`config.mk`:
```
export PLATFORM = sky130hd
export DESIGN_NAME = winered_classifier_top
export DESIGN_NICKNAME = d
export VERILOG_FILES = /design/src/hdl/winered_pkg.sv /design/src/hdl/bnn_class_scorer.sv /design/src/hdl/bnn_paar_layer.sv /design/src/hdl/classifier_config.sv /design/src/hdl/feature_ingress.sv /design/src/hdl/prediction_egress.sv /design/src/hdl/winered_classifier_top.sv
export VERILOG_INCLUDE_DIRS = /design/src /design/src/include
export SDC_FILE = /design/constraint.sdc
export NUM_CORES = 1
export LEC_CHECK = 0
export BUFFER_PORTS_ARGS = -buffer_cell sky130_fd_sc_hd__buf_2
export CAP_MARGIN = 30
export CORE_MARGIN = 1
export CORE_UTILIZATION = 40
export CTS_BUF_LIST = sky130_fd_sc_hd__clkbuf_4
export DETAILED_ROUTE_END_ITERATION = 12
export GPL_ROUTABILITY_DRIVEN = 0
export PLACE_DENSITY_LB_ADDON = 0.3
export SLEW_MARGIN = 10
export SYNTH_ARGS = -nofsm -noshare
export SYNTH_HDL_FRONTEND = slang
export SYNTH_SLANG_ARGS = --single-unit
```
`constraint.sdc`:
```
create_clock -name clk -period 44.9 [get_ports clk]
set_clock_uncertainty 0.2 [all_clocks]
set_input_delay 6.735 -clock clk [delete_from_list [all_inputs] [get_ports clk]]
set_output_delay 6.735 -clock clk [all_outputs]
set_load 0.01 [all_outputs]
```
`src/include/bnn_tables.svh`:
```
`ifndef BNN_TABLES_SVH
`define BNN_TABLES_SVH

// Entry layouts, entry 0 at the low end of each table
`define BNN_PAAR_ENTRY 48
`define BNN_YMAP_ENTRY 32

// Per node: {op_b[15:0], op_a[15:0], 15'b0, is_add}
`define BNN_PAAR_TABLE { \
    48'h0021002a0001, \
    288'h0021002a0000_000d004e0001_000d004a0001_002600470001_001d00460001_001700450001, \
    288'h002700440001_000f00400001_0019003f0001_001e003e0001_002b003c0001_0024003b0001, \
    288'h0027003a0001_002000380001_001a00370001_002100360001_002500320001_001e00310001, \
    288'h001800300001_0017002e0001_0014002d0001_0014002c0001_002500290001_001400290001, \
    288'h001f00230001_001e00220001_0022003d0000_001900330000_001800310000_001a00300000, \
    288'h0025002f0000_0014002f0000_0012002e0000_001d002c0000_002000290000_001c00280000, \
    288'h001000280000_001c00240000_001800240000_001d00230000_001400230000_001b00220000, \
    288'h001e00210000_001a00200000_001200200000_000d001c0000_0014001a0000_001000190000, \
    288'h001000140000_0014002d0000_001a002b0000_001d00280000_001000270000_001f00230000, \
    288'h001e00220000_001a001d0000_0017001c0000_001200260001_001400170001_001000170001, \
    288'h001a001f0000_0019001c0000_000f001b0000_000d000f0000_001700180000_001800190001, \
    288'h001200130001_000f00130001_000e00160000_000c00110000_000e00160001_0012001b0001, \
    288'h001200140000_001100160001_000c00110001_001100160000_000d00100001_000c000e0001, \
    288'h000500150000_000d00100000_000500150001_000d000f0001_0005000b0000_000f00130000, \
    288'h0009000a0001_000000080001_000c000e0000_000100040001_000200070000_000300060000, \
    288'h0005000b0001_000200070001_000300060001_000100040000_0009000a0000_000000080000}

// Per hidden bit: {15'b0, positive, node[15:0]}
`define BNN_YMAP_TABLE { \
    256'h00000058_0001005d_00000055_00010051_00010050_0001006a_00010052_0001005c, \
    256'h00000064_0000005f_00010049_00010056_00000062_00010068_0000005e_00010067, \
    256'h00000061_0001005b_00000054_00000060_00000042_00010039_00010057_00000069, \
    256'h00000053_00010043_00000059_00010034_0001004b_0000006b_00010041_0001005a, \
    256'h00010065_00010066_00010035_0000004c_00010063_00010048_0001004f_0001004d}

// One row of HIDDEN_CNT weights per class, class 5 first
`define BNN_W1_TABLE { \
    40'b1010111101_0101011110_1111010101_0001011110, \
    40'b0110111011_0011111110_0100111101_0010001110, \
    40'b1000101011_1111011110_0101010100_1011000101, \
    40'b1010111000_1101100010_0010000100_1000000011, \
    40'b1100011010_0000011011_1000000111_0100111101, \
    40'b0010001011_1100000011_0111000001_0000111001}

`endif

```
`src/include/winered_settings.svh`:
```
`ifndef WINERED_SETTINGS_SVH
`define WINERED_SETTINGS_SVH

// Network shape
`define FEAT_CNT 11
`define FEAT_BITS 4
`define HIDDEN_CNT 40
`define CLASS_CNT 6
`define SUM_BITS 6
`define ADD_CNT 97

// Buffers and flow control
`define INGRESS_DEPTH 4
`define EGRESS_DEPTH 4
`define INGRESS_CREDITS `INGRESS_DEPTH
`define PRED_CREDIT_BITS 8

// Configuration word width
`define CFG_BITS 8

`endif

```
`src/hdl/winered_pkg.sv`:
```
`include "winered_settings.svh"

package winered_pkg;

    typedef logic [`FEAT_CNT*`FEAT_BITS-1:0] feat_vec_t;
    typedef logic [`HIDDEN_CNT-1:0] hidden_t;
    typedef logic [`SUM_BITS-1:0] score_t;
    typedef logic [$clog2(`CLASS_CNT)-1:0] class_idx_t;

    typedef struct packed {
        logic [`CFG_BITS-2:0] spare;
        logic enable;
    } cfg_ctrl_t;

    // Address 0 reads as ctrl, address 1 as margin_view
    typedef union packed {
        cfg_ctrl_t ctrl;
        struct packed {
            logic [`CFG_BITS-`SUM_BITS-1:0] pad;
            score_t value;
        } margin_view;
    } cfg_word_u;

endpackage

```
`src/hdl/bnn_class_scorer.sv`:
```
`include "winered_settings.svh"
`include "bnn_tables.svh"

module bnn_class_scorer (
    input  logic                    clk,
    input  logic                    rst_n,
    input  logic                    hid_valid,
    input  winered_pkg::hidden_t    hidden,
    input  winered_pkg::score_t     margin,
    output logic                    res_valid,
    output winered_pkg::class_idx_t res_class,
    output logic                    res_low_conf
);
    import winered_pkg::*;

    localparam logic [`CLASS_CNT*`HIDDEN_CNT-1:0] W1 = `BNN_W1_TABLE;

    score_t     scores [`CLASS_CNT];
    score_t     best_score;
    score_t     second_score;
    class_idx_t best_idx;
    logic       low_conf;

    // XNOR popcount per class
    always_comb begin
        hidden_t agree;
        for (int c = 0; c < `CLASS_CNT; c++) begin
            agree = ~(hidden ^ W1[c*`HIDDEN_CNT +: `HIDDEN_CNT]);
            scores[c] = '0;
            for (int j = 0; j < `HIDDEN_CNT; j++) begin
                scores[c] = scores[c] + score_t'(agree[j]);
            end
        end
    end

    // Strict compare keeps the lowest index on a tie
    always_comb begin
        best_score   = scores[0];
        best_idx     = '0;
        second_score = '0;
        for (int c = 1; c < `CLASS_CNT; c++) begin
            if (scores[c] > best_score) begin
                second_score = best_score;
                best_score   = scores[c];
                best_idx     = class_idx_t'(c);
            end else if (scores[c] > second_score) begin
                second_score = scores[c];
            end
        end
        low_conf = (best_score - second_score) < margin;
    end

    always_ff @(posedge clk) begin
        if (!rst_n) begin
            res_valid <= 1'b0;
        end else begin
            res_valid <= hid_valid;
        end
    end

    always_ff @(posedge clk) begin
        if (hid_valid) begin
            res_class    <= best_idx;
            res_low_conf <= low_conf;
        end
    end

endmodule

```
`src/hdl/bnn_paar_layer.sv`:
```
`include "winered_settings.svh"
`include "bnn_tables.svh"

module bnn_paar_layer (
    input  logic                   clk,
    input  logic                   rst_n,
    input  logic                   issue_valid,
    input  winered_pkg::feat_vec_t issue_features,
    output logic                   hid_valid,
    output winered_pkg::hidden_t   hidden
);
    import winered_pkg::*;

    localparam int NODE_CNT = `FEAT_CNT + `ADD_CNT;
    localparam int NODE_BITS = $clog2(`FEAT_CNT + 1) + `FEAT_BITS + 1;
    localparam logic [`ADD_CNT*`BNN_PAAR_ENTRY-1:0] PAAR = `BNN_PAAR_TABLE;
    localparam logic [`HIDDEN_CNT*`BNN_YMAP_ENTRY-1:0] YMAP = `BNN_YMAP_TABLE;

    logic signed [NODE_BITS-1:0] node [NODE_CNT];
    hidden_t                     hidden_d;

    always_comb begin
        int op_a;
        int op_b;
        int sel;
        int base;
        // Features enter as the first nodes, always non-negative
        for (int f = 0; f < `FEAT_CNT; f++) begin
            node[f] = {{(NODE_BITS - `FEAT_BITS){1'b0}},
                       issue_features[f*`FEAT_BITS +: `FEAT_BITS]};
        end
        // Shared subexpressions, each node built from earlier ones
        for (int n = 0; n < `ADD_CNT; n++) begin
            base = n * `BNN_PAAR_ENTRY;
            op_a = int'(PAAR[base+16 +: 16]);
            op_b = int'(PAAR[base+32 +: 16]);
            if (PAAR[base]) begin
                node[`FEAT_CNT+n] = node[op_a] + node[op_b];
            end else begin
                node[`FEAT_CNT+n] = node[op_a] - node[op_b];
            end
        end
        // Sign test, polarity from the map
        for (int h = 0; h < `HIDDEN_CNT; h++) begin
            base = h * `BNN_YMAP_ENTRY;
            sel = int'(YMAP[base +: 16]);
            hidden_d[h] = YMAP[base+16] ? ~node[sel][NODE_BITS-1] : node[sel][NODE_BITS-1];
        end
    end

    always_ff @(posedge clk) begin
        if (!rst_n) begin
            hid_valid <= 1'b0;
        end else begin
            hid_valid <= issue_valid;
        end
    end

    always_ff @(posedge clk) begin
        if (issue_valid) begin
            hidden <= hidden_d;
        end
    end

endmodule

```
`src/hdl/classifier_config.sv`:
```
module classifier_config (
    input  logic                   clk,
    input  logic                   rst_n,
    input  logic                   cfg_we,
    input  logic                   cfg_addr,
    input  winered_pkg::cfg_word_u cfg_wdata,
    output winered_pkg::cfg_word_u cfg_rdata,
    output logic                   enable,
    output winered_pkg::score_t    margin
);

    always_ff @(posedge clk) begin
        if (!rst_n) begin
            enable <= 1'b0;
            margin <= '0;
        end else if (cfg_we) begin
            if (cfg_addr) begin
                margin <= cfg_wdata.margin_view.value;
            end else begin
                enable <= cfg_wdata.ctrl.enable;
            end
        end
    end

    // Unused bits read back as zero
    always_comb begin
        cfg_rdata = '0;
        if (cfg_addr) begin
            cfg_rdata.margin_view.value = margin;
        end else begin
            cfg_rdata.ctrl.enable = enable;
        end
    end

endmodule

```
`src/hdl/feature_ingress.sv`:
```
`include "winered_settings.svh"

module feature_ingress (
    input  logic                   clk,
    input  logic                   rst_n,
    input  logic                   feat_valid,
    input  winered_pkg::feat_vec_t features,
    input  logic                   enable,
    input  logic                   issue_ok,
    output logic                   feat_credit,
    output logic                   issue_valid,
    output winered_pkg::feat_vec_t issue_features
);
    import winered_pkg::*;

    localparam int PTR_BITS = $clog2(`INGRESS_DEPTH);
    localparam int CNT_BITS = PTR_BITS + 1;

    feat_vec_t           fifo_mem [`INGRESS_DEPTH];
    logic [PTR_BITS-1:0] wr_ptr;
    logic [PTR_BITS-1:0] rd_ptr;
    logic [CNT_BITS-1:0] count;

    // Head leaves when there is work, the pipeline is on and egress has room
    assign issue_valid = (count != '0) && enable && issue_ok;
    assign issue_features = fifo_mem[rd_ptr];

    always_ff @(posedge clk) begin
        if (feat_valid) begin
            fifo_mem[wr_ptr] <= features;
        end
    end

    always_ff @(posedge clk) begin
        if (!rst_n) begin
            wr_ptr      <= '0;
            rd_ptr      <= '0;
            count       <= '0;
            feat_credit <= 1'b0;
        end else begin
            feat_credit <= issue_valid;
            if (feat_valid) begin
                wr_ptr <= (wr_ptr == PTR_BITS'(`INGRESS_DEPTH - 1)) ? '0 : wr_ptr + 1'b1;
            end
            if (issue_valid) begin
                rd_ptr <= (rd_ptr == PTR_BITS'(`INGRESS_DEPTH - 1)) ? '0 : rd_ptr + 1'b1;
            end
            case ({feat_valid, issue_valid})
                2'b10:   count <= count + 1'b1;
                2'b01:   count <= count - 1'b1;
                default: count <= count;
            endcase
        end
    end

endmodule

```
`src/hdl/prediction_egress.sv`:
```
`include "winered_settings.svh"

module prediction_egress (
    input  logic                    clk,
    input  logic                    rst_n,
    input  logic                    issue_valid,
    input  logic                    res_valid,
    input  winered_pkg::class_idx_t res_class,
    input  logic                    res_low_conf,
    input  logic                    pred_credit,
    output logic                    issue_ok,
    output logic                    pred_valid,
    output winered_pkg::class_idx_t pred_class,
    output logic                    pred_low_conf
);
    import winered_pkg::*;

    localparam int PTR_BITS = $clog2(`EGRESS_DEPTH);
    localparam int CNT_BITS = PTR_BITS + 1;

    class_idx_t                   class_mem [`EGRESS_DEPTH];
    logic                         low_conf_mem [`EGRESS_DEPTH];
    logic [PTR_BITS-1:0]          wr_ptr;
    logic [PTR_BITS-1:0]          rd_ptr;
    logic [CNT_BITS-1:0]          count;
    logic [CNT_BITS-1:0]          in_flight;
    logic [`PRED_CREDIT_BITS-1:0] credits;

    // Reserve a slot for every sample still in the pipeline
    assign issue_ok = (count + in_flight) < CNT_BITS'(`EGRESS_DEPTH);

    assign pred_valid    = (count != '0) && (credits != '0);
    assign pred_class    = class_mem[rd_ptr];
    assign pred_low_conf = low_conf_mem[rd_ptr];

    always_ff @(posedge clk) begin
        if (res_valid) begin
            class_mem[wr_ptr]    <= res_class;
            low_conf_mem[wr_ptr] <= res_low_conf;
        end
    end

    always_ff @(posedge clk) begin
        if (!rst_n) begin
            wr_ptr    <= '0;
            rd_ptr    <= '0;
            count     <= '0;
            in_flight <= '0;
            credits   <= '0;
        end else begin
            if (res_valid) begin
                wr_ptr <= (wr_ptr == PTR_BITS'(`EGRESS_DEPTH - 1)) ? '0 : wr_ptr + 1'b1;
            end
            if (pred_valid) begin
                rd_ptr <= (rd_ptr == PTR_BITS'(`EGRESS_DEPTH - 1)) ? '0 : rd_ptr + 1'b1;
            end
            case ({res_valid, pred_valid})
                2'b10:   count <= count + 1'b1;
                2'b01:   count <= count - 1'b1;
                default: count <= count;
            endcase
            case ({issue_valid, res_valid})
                2'b10:   in_flight <= in_flight + 1'b1;
                2'b01:   in_flight <= in_flight - 1'b1;
                default: in_flight <= in_flight;
            endcase
            case ({pred_credit, pred_valid})
                2'b10:   credits <= credits + 1'b1;
                2'b01:   credits <= credits - 1'b1;
                default: credits <= credits;
            endcase
        end
    end

endmodule

```
`src/hdl/winered_classifier_top.sv`:
```
module winered_classifier_top (
    input  logic                    clk,
    input  logic                    rst_n,
    input  logic                    feat_valid,
    input  winered_pkg::feat_vec_t  features,
    output logic                    feat_credit,
    output logic                    pred_valid,
    output winered_pkg::class_idx_t pred_class,
    output logic                    pred_low_conf,
    input  logic                    pred_credit,
    input  logic                    cfg_we,
    input  logic                    cfg_addr,
    input  winered_pkg::cfg_word_u  cfg_wdata,
    output winered_pkg::cfg_word_u  cfg_rdata
);
    import winered_pkg::*;

    logic       issue_valid;
    feat_vec_t  issue_features;
    logic       issue_ok;
    logic       hid_valid;
    hidden_t    hidden;
    logic       res_valid;
    class_idx_t res_class;
    logic       res_low_conf;
    logic       enable;
    score_t     margin;

    classifier_config u_config (
        .clk       (clk),
        .rst_n     (rst_n),
        .cfg_we    (cfg_we),
        .cfg_addr  (cfg_addr),
        .cfg_wdata (cfg_wdata),
        .cfg_rdata (cfg_rdata),
        .enable    (enable),
        .margin    (margin)
    );

    feature_ingress u_ingress (
        .clk            (clk),
        .rst_n          (rst_n),
        .feat_valid     (feat_valid),
        .features       (features),
        .enable         (enable),
        .issue_ok       (issue_ok),
        .feat_credit    (feat_credit),
        .issue_valid    (issue_valid),
        .issue_features (issue_features)
    );

    bnn_paar_layer u_paar (
        .clk            (clk),
        .rst_n          (rst_n),
        .issue_valid    (issue_valid),
        .issue_features (issue_features),
        .hid_valid      (hid_valid),
        .hidden         (hidden)
    );

    bnn_class_scorer u_scorer (
        .clk          (clk),
        .rst_n        (rst_n),
        .hid_valid    (hid_valid),
        .hidden       (hidden),
        .margin       (margin),
        .res_valid    (res_valid),
        .res_class    (res_class),
        .res_low_conf (res_low_conf)
    );

    prediction_egress u_egress (
        .clk           (clk),
        .rst_n         (rst_n),
        .issue_valid   (issue_valid),
        .res_valid     (res_valid),
        .res_class     (res_class),
        .res_low_conf  (res_low_conf),
        .pred_credit   (pred_credit),
        .issue_ok      (issue_ok),
        .pred_valid    (pred_valid),
        .pred_class    (pred_class),
        .pred_low_conf (pred_low_conf)
    );

endmodule

```
Word-level counts from Yosys, hierarchy flattened. Memories as Yosys holds them, arrays and structs flattened. A register that Yosys moved wholly into a read port is not among the register bits. Cells that the tools add are included.

ROM bits: 0. Register bits after elaboration: 78. Latch bits: 0. Bits of input ports: 58. Bits in writable memories: 192. Memories kept: 3. Output and inout bits: 14.

Memory list: u_ingress.fifo_mem (words 4, width 44, read ports 1, clocked after Yosys merged registers in 1, wr ports 1, RTL line feature_ingress.sv:19) `` feat_vec_t fifo_mem [`INGRESS_DEPTH]; ``; u_egress.class_mem (words 4, width 3, read ports 1, clocked after Yosys merged registers in 1, wr ports 1, RTL line prediction_egress.sv:21) `` class_idx_t class_mem [`EGRESS_DEPTH]; ``; u_egress.low_conf_mem (words 4, width 1, read ports 1, clocked after Yosys merged registers in 1, wr ports 1, RTL line prediction_egress.sv:22) `` logic low_conf_mem [`EGRESS_DEPTH]; ``.

Add/subtract/negate cells: 345. Mux-type cells: 39. Eq/ne operators: 12. Reductions and logical operators: 13. Divide/modulo/power cells: 0. Magnitude comparators: 12. Bitwise operators: 38. Shift-type cells: 0. $mul: 0.

Operators by type and width (count): 6-bit by 1-bit adder with 6-bit output (228); 9-bit subtractor (44); 9-bit adder (39); 40-bit NOT (6); 6-bit two-way mux (15); 6-bit greater-than comparator (9); 1-bit NOT (26); 4-bit by 4-bit adder with 5-bit output (5); 25-bit NOT (1); 4-bit by 4-bit subtractor with 5-bit output (5); 2-bit two-way mux (12); 24-bit NOT (1); 22-bit NOT (1); 19-bit NOT (1); 3-bit one-hot mux with 2 select lines (3); 2-bit == test, second input constant (8); 16-bit NOT (1); 8-bit one-hot mux with 2 select lines (1); 15-bit NOT (1); 1-bit by 1-bit adder with 2-bit output (6); 3-bit by 1-bit adder with 3-bit output, second input constant (3); 9-bit by 5-bit adder with 9-bit output (1); 3-bit by 1-bit subtractor with 3-bit output, second input constant (3); 9-bit by 5-bit subtractor with 9-bit output (1); other kinds (19) (38).

Longest topological paths before layout. Gate-level depths: netlist (run 1).

Depth in word-level cells: 58. Depth in mapped cells: 87. Depth with buffers taken out: 86.

Modules after synthesis. Synthesis (run 1) repeated with hierarchy kept, for this count alone.

Cells, all modules: 3407. Area total of the unflattened synthesis: 35038.6 um^2.

By module, submodules not included: bnn_paar_layer (instances 1, cells an instance 1984, area each 17415.5 um^2, seq. area each 1221.2 um^2); bnn_class_scorer (instances 1, cells an instance 919, area each 8484.4 um^2, seq. area each 140.1 um^2); feature_ingress (instances 1, cells an instance 277, area each 6876.6 um^2, seq. area each 5485.3 um^2); prediction_egress (instances 1, cells an instance 186, area each 1926.8 um^2, seq. area each 880.8 um^2); classifier_config (instances 1, cells an instance 41, area each 335.3 um^2, seq. area each 140.1 um^2).

Worst setup path after synthesis (run 1). No wires, ideal clock.

Kind: register to register. Start point: register u_paar.hidden[1]. End point: register u_scorer.res_low_conf, data pin. Required time: 44.554 ns. Arrival time: 16.277 ns. Cell stages (with the launch flop): 78. Setup time: 0.146 ns. Path buffers: 7. Clock period less this slack: 16.623 ns. Setup slack: 28.277 ns. Path through: edfxtp_1 ha_1 inv_1 fa_1 inv_1 fa_1 inv_1 fa_1 fa_1 inv_1 fa_1 fa_1 fa_1 inv_1 fa_1 fa_1 xnor2_1 ha_1 (+42 left out) nand2b_1 a21oi_1 nor2b_1 o22a_1 nor2_1 a22oi_1 o221ai_1 ha_1 a21o_1 a21oi_1 o21bai_1 a21oi_1 xor2_1 nand2b_1 a2111o_1 o211ai_1 ha_1 a21oi_1.

Cells in the longest elaborated chain, start to end: 57. Elaborated cells on any way between the ends: 270. Classes of those cells: 235 x add/sub; 11 x order compare; 15 x mux; 9 x bitwise.

Ends and longest elaborated chain: from (decl) (RTL line bnn_paar_layer.sv:10) `output winered_pkg::hidden_t hidden`; from (signal assigned) (RTL line bnn_paar_layer.sv:61) `hidden <= hidden_d;`; 40-bit NOT (RTL line bnn_class_scorer.sv:28) `` agree = ~(hidden ^ W1[c*`HIDDEN_CNT +: `HIDDEN_CNT]); ``; 1-bit by 1-bit adder with 2-bit output (RTL line bnn_class_scorer.sv:31) `scores[c] = scores[c] + score_t'(agree[j]);`; 6-bit by 1-bit adder with 6-bit output (38 in series) (RTL line bnn_class_scorer.sv:31); 6-bit by 1-bit greater-than comparator with 1-bit output (RTL line bnn_class_scorer.sv:46) `end else if (scores[c] > second_score) begin`; 6-bit two-way mux (RTL line bnn_class_scorer.sv:46); 6-bit two-way mux (RTL line bnn_class_scorer.sv:42) `if (scores[c] > best_score) begin`; 6-bit greater-than comparator (RTL line bnn_class_scorer.sv:46); 6-bit two-way mux (RTL line bnn_class_scorer.sv:46); (+5 left out); 6-bit two-way mux (RTL line bnn_class_scorer.sv:46); 6-bit two-way mux (RTL line bnn_class_scorer.sv:42); 6-bit greater-than comparator (RTL line bnn_class_scorer.sv:46); 6-bit two-way mux (RTL line bnn_class_scorer.sv:46); 6-bit two-way mux (RTL line bnn_class_scorer.sv:42); 6-bit subtractor * (RTL line bnn_class_scorer.sv:50) `low_conf = (best_score - second_score) < margin;`; 6-bit < comparator * (RTL line bnn_class_scorer.sv:50); net u_scorer.low_conf (RTL line bnn_class_scorer.sv:22) `logic low_conf;`; to (signal assigned) (RTL line bnn_class_scorer.sv:64) `res_low_conf <= low_conf;`; to (decl) (RTL line bnn_class_scorer.sv:12) `output logic res_low_conf`.

The timed path passes the listed nets; every way through them passes the cells marked *. A chain may end at the register's enable or synchronous reset.

Final worst setup path (run 1).
Start point: register u_paar.hidden[0]. End point: register u_scorer.res_low_conf, data pin.

Cells in the longest elaborated chain, start to end: 58. Elaborated cells on any way between the ends: 271. Classes of those cells: 235 x add/sub; 11 x order compare; 15 x mux; 10 x bitwise.

Ends and longest elaborated chain (RTL line): 19-bit NOT (no source line); 40-bit NOT (bnn_class_scorer.sv:28); 1-bit by 1-bit adder with 2-bit output (bnn_class_scorer.sv:31); 6-bit by 1-bit adder with 6-bit output (38 in series) (bnn_class_scorer.sv:31); 6-bit by 1-bit greater-than comparator with 1-bit output (bnn_class_scorer.sv:46); 6-bit two-way mux (bnn_class_scorer.sv:46); 6-bit two-way mux (bnn_class_scorer.sv:42); 6-bit greater-than comparator (bnn_class_scorer.sv:46); (+6 left out); 6-bit two-way mux (bnn_class_scorer.sv:46); 6-bit two-way mux (bnn_class_scorer.sv:42); 6-bit greater-than comparator (bnn_class_scorer.sv:46); 6-bit two-way mux (bnn_class_scorer.sv:46); 6-bit two-way mux (bnn_class_scorer.sv:42); 6-bit subtractor * (bnn_class_scorer.sv:50); 6-bit < comparator * (bnn_class_scorer.sv:50); net u_scorer.low_conf (bnn_class_scorer.sv:22).

Marks and branches as above.

==> results.toml, run 1 <==
[run_status]
outcome = "completed"

[setup_path]
worstSetupEndpointType = "flip-flop"
rrSetupSlack_ns = 26.15
worstSetupStartpointType = "flip-flop"
rr_worst_depth = 77
cp_max_fo = 12
cpMostUsedCell = "fa_1"
cpPeakStageDelay_ns = 0.71
r2r-end = "u_scorer.res_low_conf$_DFFE_PP_"
critical_path_class = "reg2reg"
required_ns = 45.38
r2r_start = "u_paar.hidden[0]$_DFFE_PP_"
critical_path.slowest_cell = "xor2_1"
critical_path_arrival_ns = 19.23

[timing]
post-route-min-period_ns = 18.75
min_period_over_period_pct = 41.77
hold_violations = 0
fmax_ghz = 0.05332
setup_viol = 0
max_slew_margin_pct = 31.31
worst_pin_slew_ns = 1.023
rsz0062_at_grt = "false"
setup_tns_ns = 0
drv_slew = 0
hold_ws_ns = 0.2838

[clock_tree]
htreeDepth = 3
clkTransAtPathRegs_ns = 0.08
holdBufCountCts = 0
numCtsBuffers = 73
cts_setup_buffers = 0
post_cts_resized = 0
clock_sinks = 274
cts_tree = "built"
clock_latency_ns = 0.85
cts-root-buf = "clkbuf_4"
clk_path_buf_depth = 3

[floorplan]
start_util_pct = 40.51
die_y_um = 304.6
die_x_um = 304.6
core_area_um2 = 90420
row_count = 110
ios = 72
fp.dieArea_um2 = 92800

[logic_synthesis]
synth_warnings = 0
ys_types = 77
async_flop_share_pct = 0
yosysSeqAreaShare_pct = 21.42
avgSynthCellArea_um2 = 10.11
ys_seq_elements = 274
synth_flop_cell = "edfxtp_1"
synth_area_um2 = 36640
synth-edff-count = 236
postSynthCellCount = 3622

[finish]
layout_common_cells = "704 x inv_1, 690 x ha_1, 321 x fa_1"
final_common_cell = "inv_1"
final_nets = 4837
design_area_um2 = 39510
drive_above_1_share_pct = 8.688
fillCellCount = 8714
area_growth_pct = 7.855

[global_route]
grt_pass1_wl_um = 144400
grt.overflow.total = 0
grt_pass1_vias = 26060
grt_max_degree = 45
antenna_found_initial = 5
grt_usage_pct = 20.53

[min_path]
holdPathEnd = "u_config.margin[5]$_SDFFE_PN0P_"
min_from = "u_config.margin[5]$_SDFFE_PN0P_"
whs_path_depth = 2
min_path_type = "reg2reg"

[routing]
drt_first_pass_iters = 7
vias_per_cell = 5.035
routed-wl-met3_um = 5841
vias = 25120
dr_wl_met2_um = 42650
postRouteAntennaNets = 0
wl_per_cell_um = 18.76
drc = 0
totalWireLength_um = 93620
top_layer_used = "met5"
wl_met1_um = 41940
drtIter0Drc = 1348

[placement]
io_buffers = 67
dp_hpwl_um = 80040
placed_cell_area_um2 = 38620

[flow_run]
maxCapViolCount = 0
-- flip-flops by register name, summed over array words and instances (netlist names), named ones only --
register,cells
u_config.margin,6
u_egress.wr_ptr,2
u_scorer.res_valid,1
u_egress.rd_ptr,2
u_paar.hidden,40
u_ingress.wr_ptr,2
u_scorer.res_class,3
u_egress.low_conf_mem,4
u_ingress.rd_ptr,2
u_egress.in_flight,3
u_egress.credits,8
u_scorer.res_low_conf,1
u_paar.hid_valid,1
u_egress.count,3
u_config.enable,1
u_ingress.count,3
u_ingress.fifo_mem,176
u_egress.class_mem,12
-- routing by layer --
layer | track usage [%] | vias to the layer above
met1 | 26.64 | 12100
li1 | - | 12350
met2 | 33.11 | 529
met4 | 7.306 | 4
met5 | 0 | -
met3 | 5.146 | 147
-- area by class of cell --
class / instances / area (µm²) / area share (%)
tap: 1176 / 1471 / 3.724
clock inverter: 11 / 85.08 / 0.2153
timing repair buffer: 109 / 654.4 / 1.656
multi-input combinational: 2604 / 26000 / 65.79
inverter: 706 / 2650 / 6.707
sequential: 274 / 7853 / 19.87
antenna: 3 / 7.507 / 0.01900
clock buffer: 106 / 795.8 / 2.014
-- synthesized netlist by cell type, types with 7 or more instances --
| cell | n | share of area, % |
|---|---|---|
| a21o_1 | 69 | 1.4 |
| mux2i_1 | 29 | 0.79 |
| a21oi_1 | 275 | 3.8 |
| edfxtp_1 | 236 | 19 |
| xor2_1 | 85 | 2.0 |
| xnor2_1 | 218 | 5.2 |
| mux4_2 | 48 | 3.0 |
| a211oi_1 | 11 | 0.23 |
| nor3_1 | 15 | 0.20 |
| fa_1 | 321 | 18 |
| nand2b_1 | 89 | 1.5 |
| nor2b_1 | 75 | 1.3 |
| or3_1 | 8 | 0.14 |
| a31oi_1 | 7 | 0.12 |
| nand2_1 | 84 | 0.86 |
| mux2_2 | 8 | 0.25 |
| o21bai_1 | 71 | 1.5 |
| o21a_1 | 34 | 0.70 |
| or2_2 | 16 | 0.27 |
| a21boi_0 | 13 | 0.27 |
| ha_1 | 690 | 24 |
| and2_1 | 33 | 0.56 |
| o31ai_1 | 11 | 0.23 |
| clkbuf_1 | 30 | 0.31 |
| nor2_1 | 180 | 1.8 |
| nand3_1 | 18 | 0.25 |
| o21ai_0 | 121 | 1.7 |
| dfxtp_1 | 38 | 2.1 |
| inv_1 | 704 | 7.2 |
-- metrics by stage --
step                worst slack, ns  std cells  utilization (%)
detailed placement            26.22       4868            42.71
finish                        26.15       4989            43.70
global route                  24.87       4987            43.69
global placement              26.32       4863            42.66
floorplan                     28.28       3623                -
CTS                           26.15       4985            43.68
-- worst max-delay path, delay by kind of cell, from the launching register on --
kind	cells	cell delay, ns
AO/OA/AOI/OAI	32	6.13
XOR/XNOR	2	0.85
adder cells (fa/ha/maj)	16	6.43
buffers and inverters	7	0.48
flip-flops	1	0.40
multiplexers	4	0.98
AND/OR/NAND/NOR	16	3.12
-- cells by family after synthesis --
group                      Yosys count  share of synthesized area, %
xor gates and xnor gates           305                         7.333
and+or+nand+nor                    545                         7.503
AOI/OAI and AO/OA                  654                         10.84
adders and majority gates         1012                         41.14
DFF                                274                         21.42
buffers and inverters              745                         7.701
muxes                               86                         4.051
other                                1                       0.01024
-- worst max-delay path by stage --
stage                                          start                         endpoint  slack (ns)
after global placement    u_paar.hidden[1]$_DFFE_PP_  u_scorer.res_low_conf$_DFFE_PP_       26.32
final                     u_paar.hidden[0]$_DFFE_PP_  u_scorer.res_low_conf$_DFFE_PP_       26.15
after global routing      u_paar.hidden[0]$_DFFE_PP_  u_scorer.res_low_conf$_DFFE_PP_       24.87
after detailed placement  u_paar.hidden[0]$_DFFE_PP_  u_scorer.res_low_conf$_DFFE_PP_       26.22
after CTS                 u_paar.hidden[0]$_DFFE_PP_  u_scorer.res_low_conf$_DFFE_PP_       26.15
after floorplan           u_paar.hidden[1]$_DFFE_PP_  u_scorer.res_low_conf$_DFFE_PP_       28.28
Power of run 1 is left out: the tool's default activity adds up to more than one toggle a clock period on the data nets, which glitch-free logic cannot reach.
==> run 2: changes to the inputs <==
==> constraint.sdc (replaced) <==
create_clock -name clk -period 16.8 [get_ports clk]
set_clock_uncertainty 0.2 [all_clocks]
set_input_delay 2.52 -clock clk [delete_from_list [all_inputs] [get_ports clk]]
set_output_delay 2.52 -clock clk [all_outputs]
set_load 0.01 [all_outputs]
==> run 2 against run 1 <==
Against the previous run:
- critical path depth increased by 4
- first-iteration DRC count increased by 4.2%
- core utilization increased by 1.6 points
- non-clock buffer count increased by 137
- cell count increased by 3.2%
- clock-buffer cell count increased by 2
- die area unchanged
- critical endpoint unchanged
- largest cell class unchanged
==> results.toml, run 2 (synthesis gave the netlist of run 1 again) <==
[routing]
vias = 25960
drtIter0Drc = 1404
drc = 0
totalWireLength_um = 95140
wl_per_cell_um = 18.48
vias_per_cell = 5.041
drt_first_pass_iters = 6
postRouteAntennaNets = 0

[placement]
dp_hpwl_um = 81230
io_buffers = 67

[global_route]
grt_pass1_vias = 26990
grt.overflow.total = 0
grt_max_degree = 45
grt_usage_pct = 20.90
antenna_found_initial = 7
grt_pass1_wl_um = 148100

[clock_tree]
cts-root-buf = "clkbuf_4"
clock_sinks = 274
clkTransAtPathRegs_ns = 0.06
cts_tree = "built"
htreeDepth = 3
clock_latency_ns = 0.92
clk_path_buf_depth = 3
numCtsBuffers = 76

[timing]
min_period_over_period_pct = 99.74
worst_pin_slew_ns = 0.9808
setup_viol = 0
max_slew_margin_pct = 34.14
rsz0062_at_grt = "true"
post-route-min-period_ns = 16.76
drv_slew = 0
hold_violations = 0
fmax_ghz = 0.05968

[setup_path]
critical_path_arrival_ns = 17.24
critical_path.slowest_cell = "fa_2"
worstSetupStartpointType = "flip-flop"
worstSetupEndpointType = "flip-flop"
cpMostUsedCell = "inv_1"
required_ns = 17.29
cp_max_fo = 5
cpPeakStageDelay_ns = 0.56
critical_path_class = "reg2reg"

[floorplan]
die_x_um = 304.6
die_y_um = 304.6
fp.dieArea_um2 = 92800
start_util_pct = 40.51
ios = 72
row_count = 110
core_area_um2 = 90420

[finish]
area_growth_pct = 11.73
top_regs = "u_ingress.fifo_mem: 176 flops, u_paar.hidden: 40 flops, u_egress.class_mem: 12 flops"
fillCellCount = 8594
final_nets = 4977
largest_reg_flops = 176
layout_common_cells = "704 x inv_1, 686 x ha_1, 318 x fa_1"
final_common_cell = "inv_1"
top_register = "u_ingress.fifo_mem"
drive_above_1_share_pct = 12.89
final_util_pct = 45.27

[run_status]
outcome = "completed"

[min_path]
min_path_type = "reg2reg"

[flow_run]
maxCapViolCount = 0
-- run 2: per-stage QoR --
step	setup WS (ns)	instances	area (µm²)	setup TNS [ns]	hold slack (ns)
2_1_floorplan	0.1772	3623	36640	0	0.2520
5_1_grt	-0.8135	5147	40930	-0.8135	0.3206
6_report	0.04374	5149	40930	0	0.2784
4_1_cts	0.003404	5130	40660	0	0.2870
3_3_place_gp	-0.3683	4984	39480	-0.3683	0.2824
3_5_place_dp	-0.4151	4990	39520	-0.4151	0.2794
-- run 2: worst paths after layout --
check	startpoint	endpoint	slack (ns)	cells after the start
worst min-delay path	u_config.margin[3]$_SDFFE_PN0P_	u_config.margin[3]$_SDFFE_PN0P_	0.28	2
worst min register to register	u_config.margin[3]$_SDFFE_PN0P_	u_config.margin[3]$_SDFFE_PN0P_	0.28	2
worst max register to register	u_paar.hidden[1]$_DFFE_PP_	u_scorer.res_low_conf$_DFFE_PP_	0.04	81
worst max-delay path	u_paar.hidden[1]$_DFFE_PP_	u_scorer.res_low_conf$_DFFE_PP_	0.04	81
-- run 2: area by class of cell --
cell class / instances / area (µm²) / area share (%)
antenna: 8 / 20.02 / 0.04891
tap: 1176 / 1471 / 3.595
clock inverter: 27 / 200.2 / 0.4891
clock buffer: 108 / 810.8 / 1.981
multi-input combinational: 2604 / 26240 / 64.11
timing repair buffer: 246 / 1687 / 4.121
sequential: 274 / 7853 / 19.18
inverter: 706 / 2650 / 6.474
-- run 2: layer usage --
metal,global-route usage (%),share of wire (%)
met3,3.094,5.2
met5,0,0.039
met2,35.95,48
met4,5.743,2.5
met1,27.25,44
-- run 2: critical path, delay by kind of cell, from the launching register on --
family          cells  cell delay (ns)
buf+inv            10             0.78
fa+ha+maj          17             6.60
flops               1             0.40
xor+xnor            1             0.16
compound gates     32             4.81
simple gates       17             2.57
mux                 4             1.00
-- run 2: repair_timing --
action | 4_1_cts | 5_1_grt
gates resized for setup | 20 | 38
hold buffers | 0 | 0
endpoints found under the setup margin | 1 | 1
pin swaps | 18 | 41
setup buffers | 5 | 9
Power of run 2 is left out for the same reason.
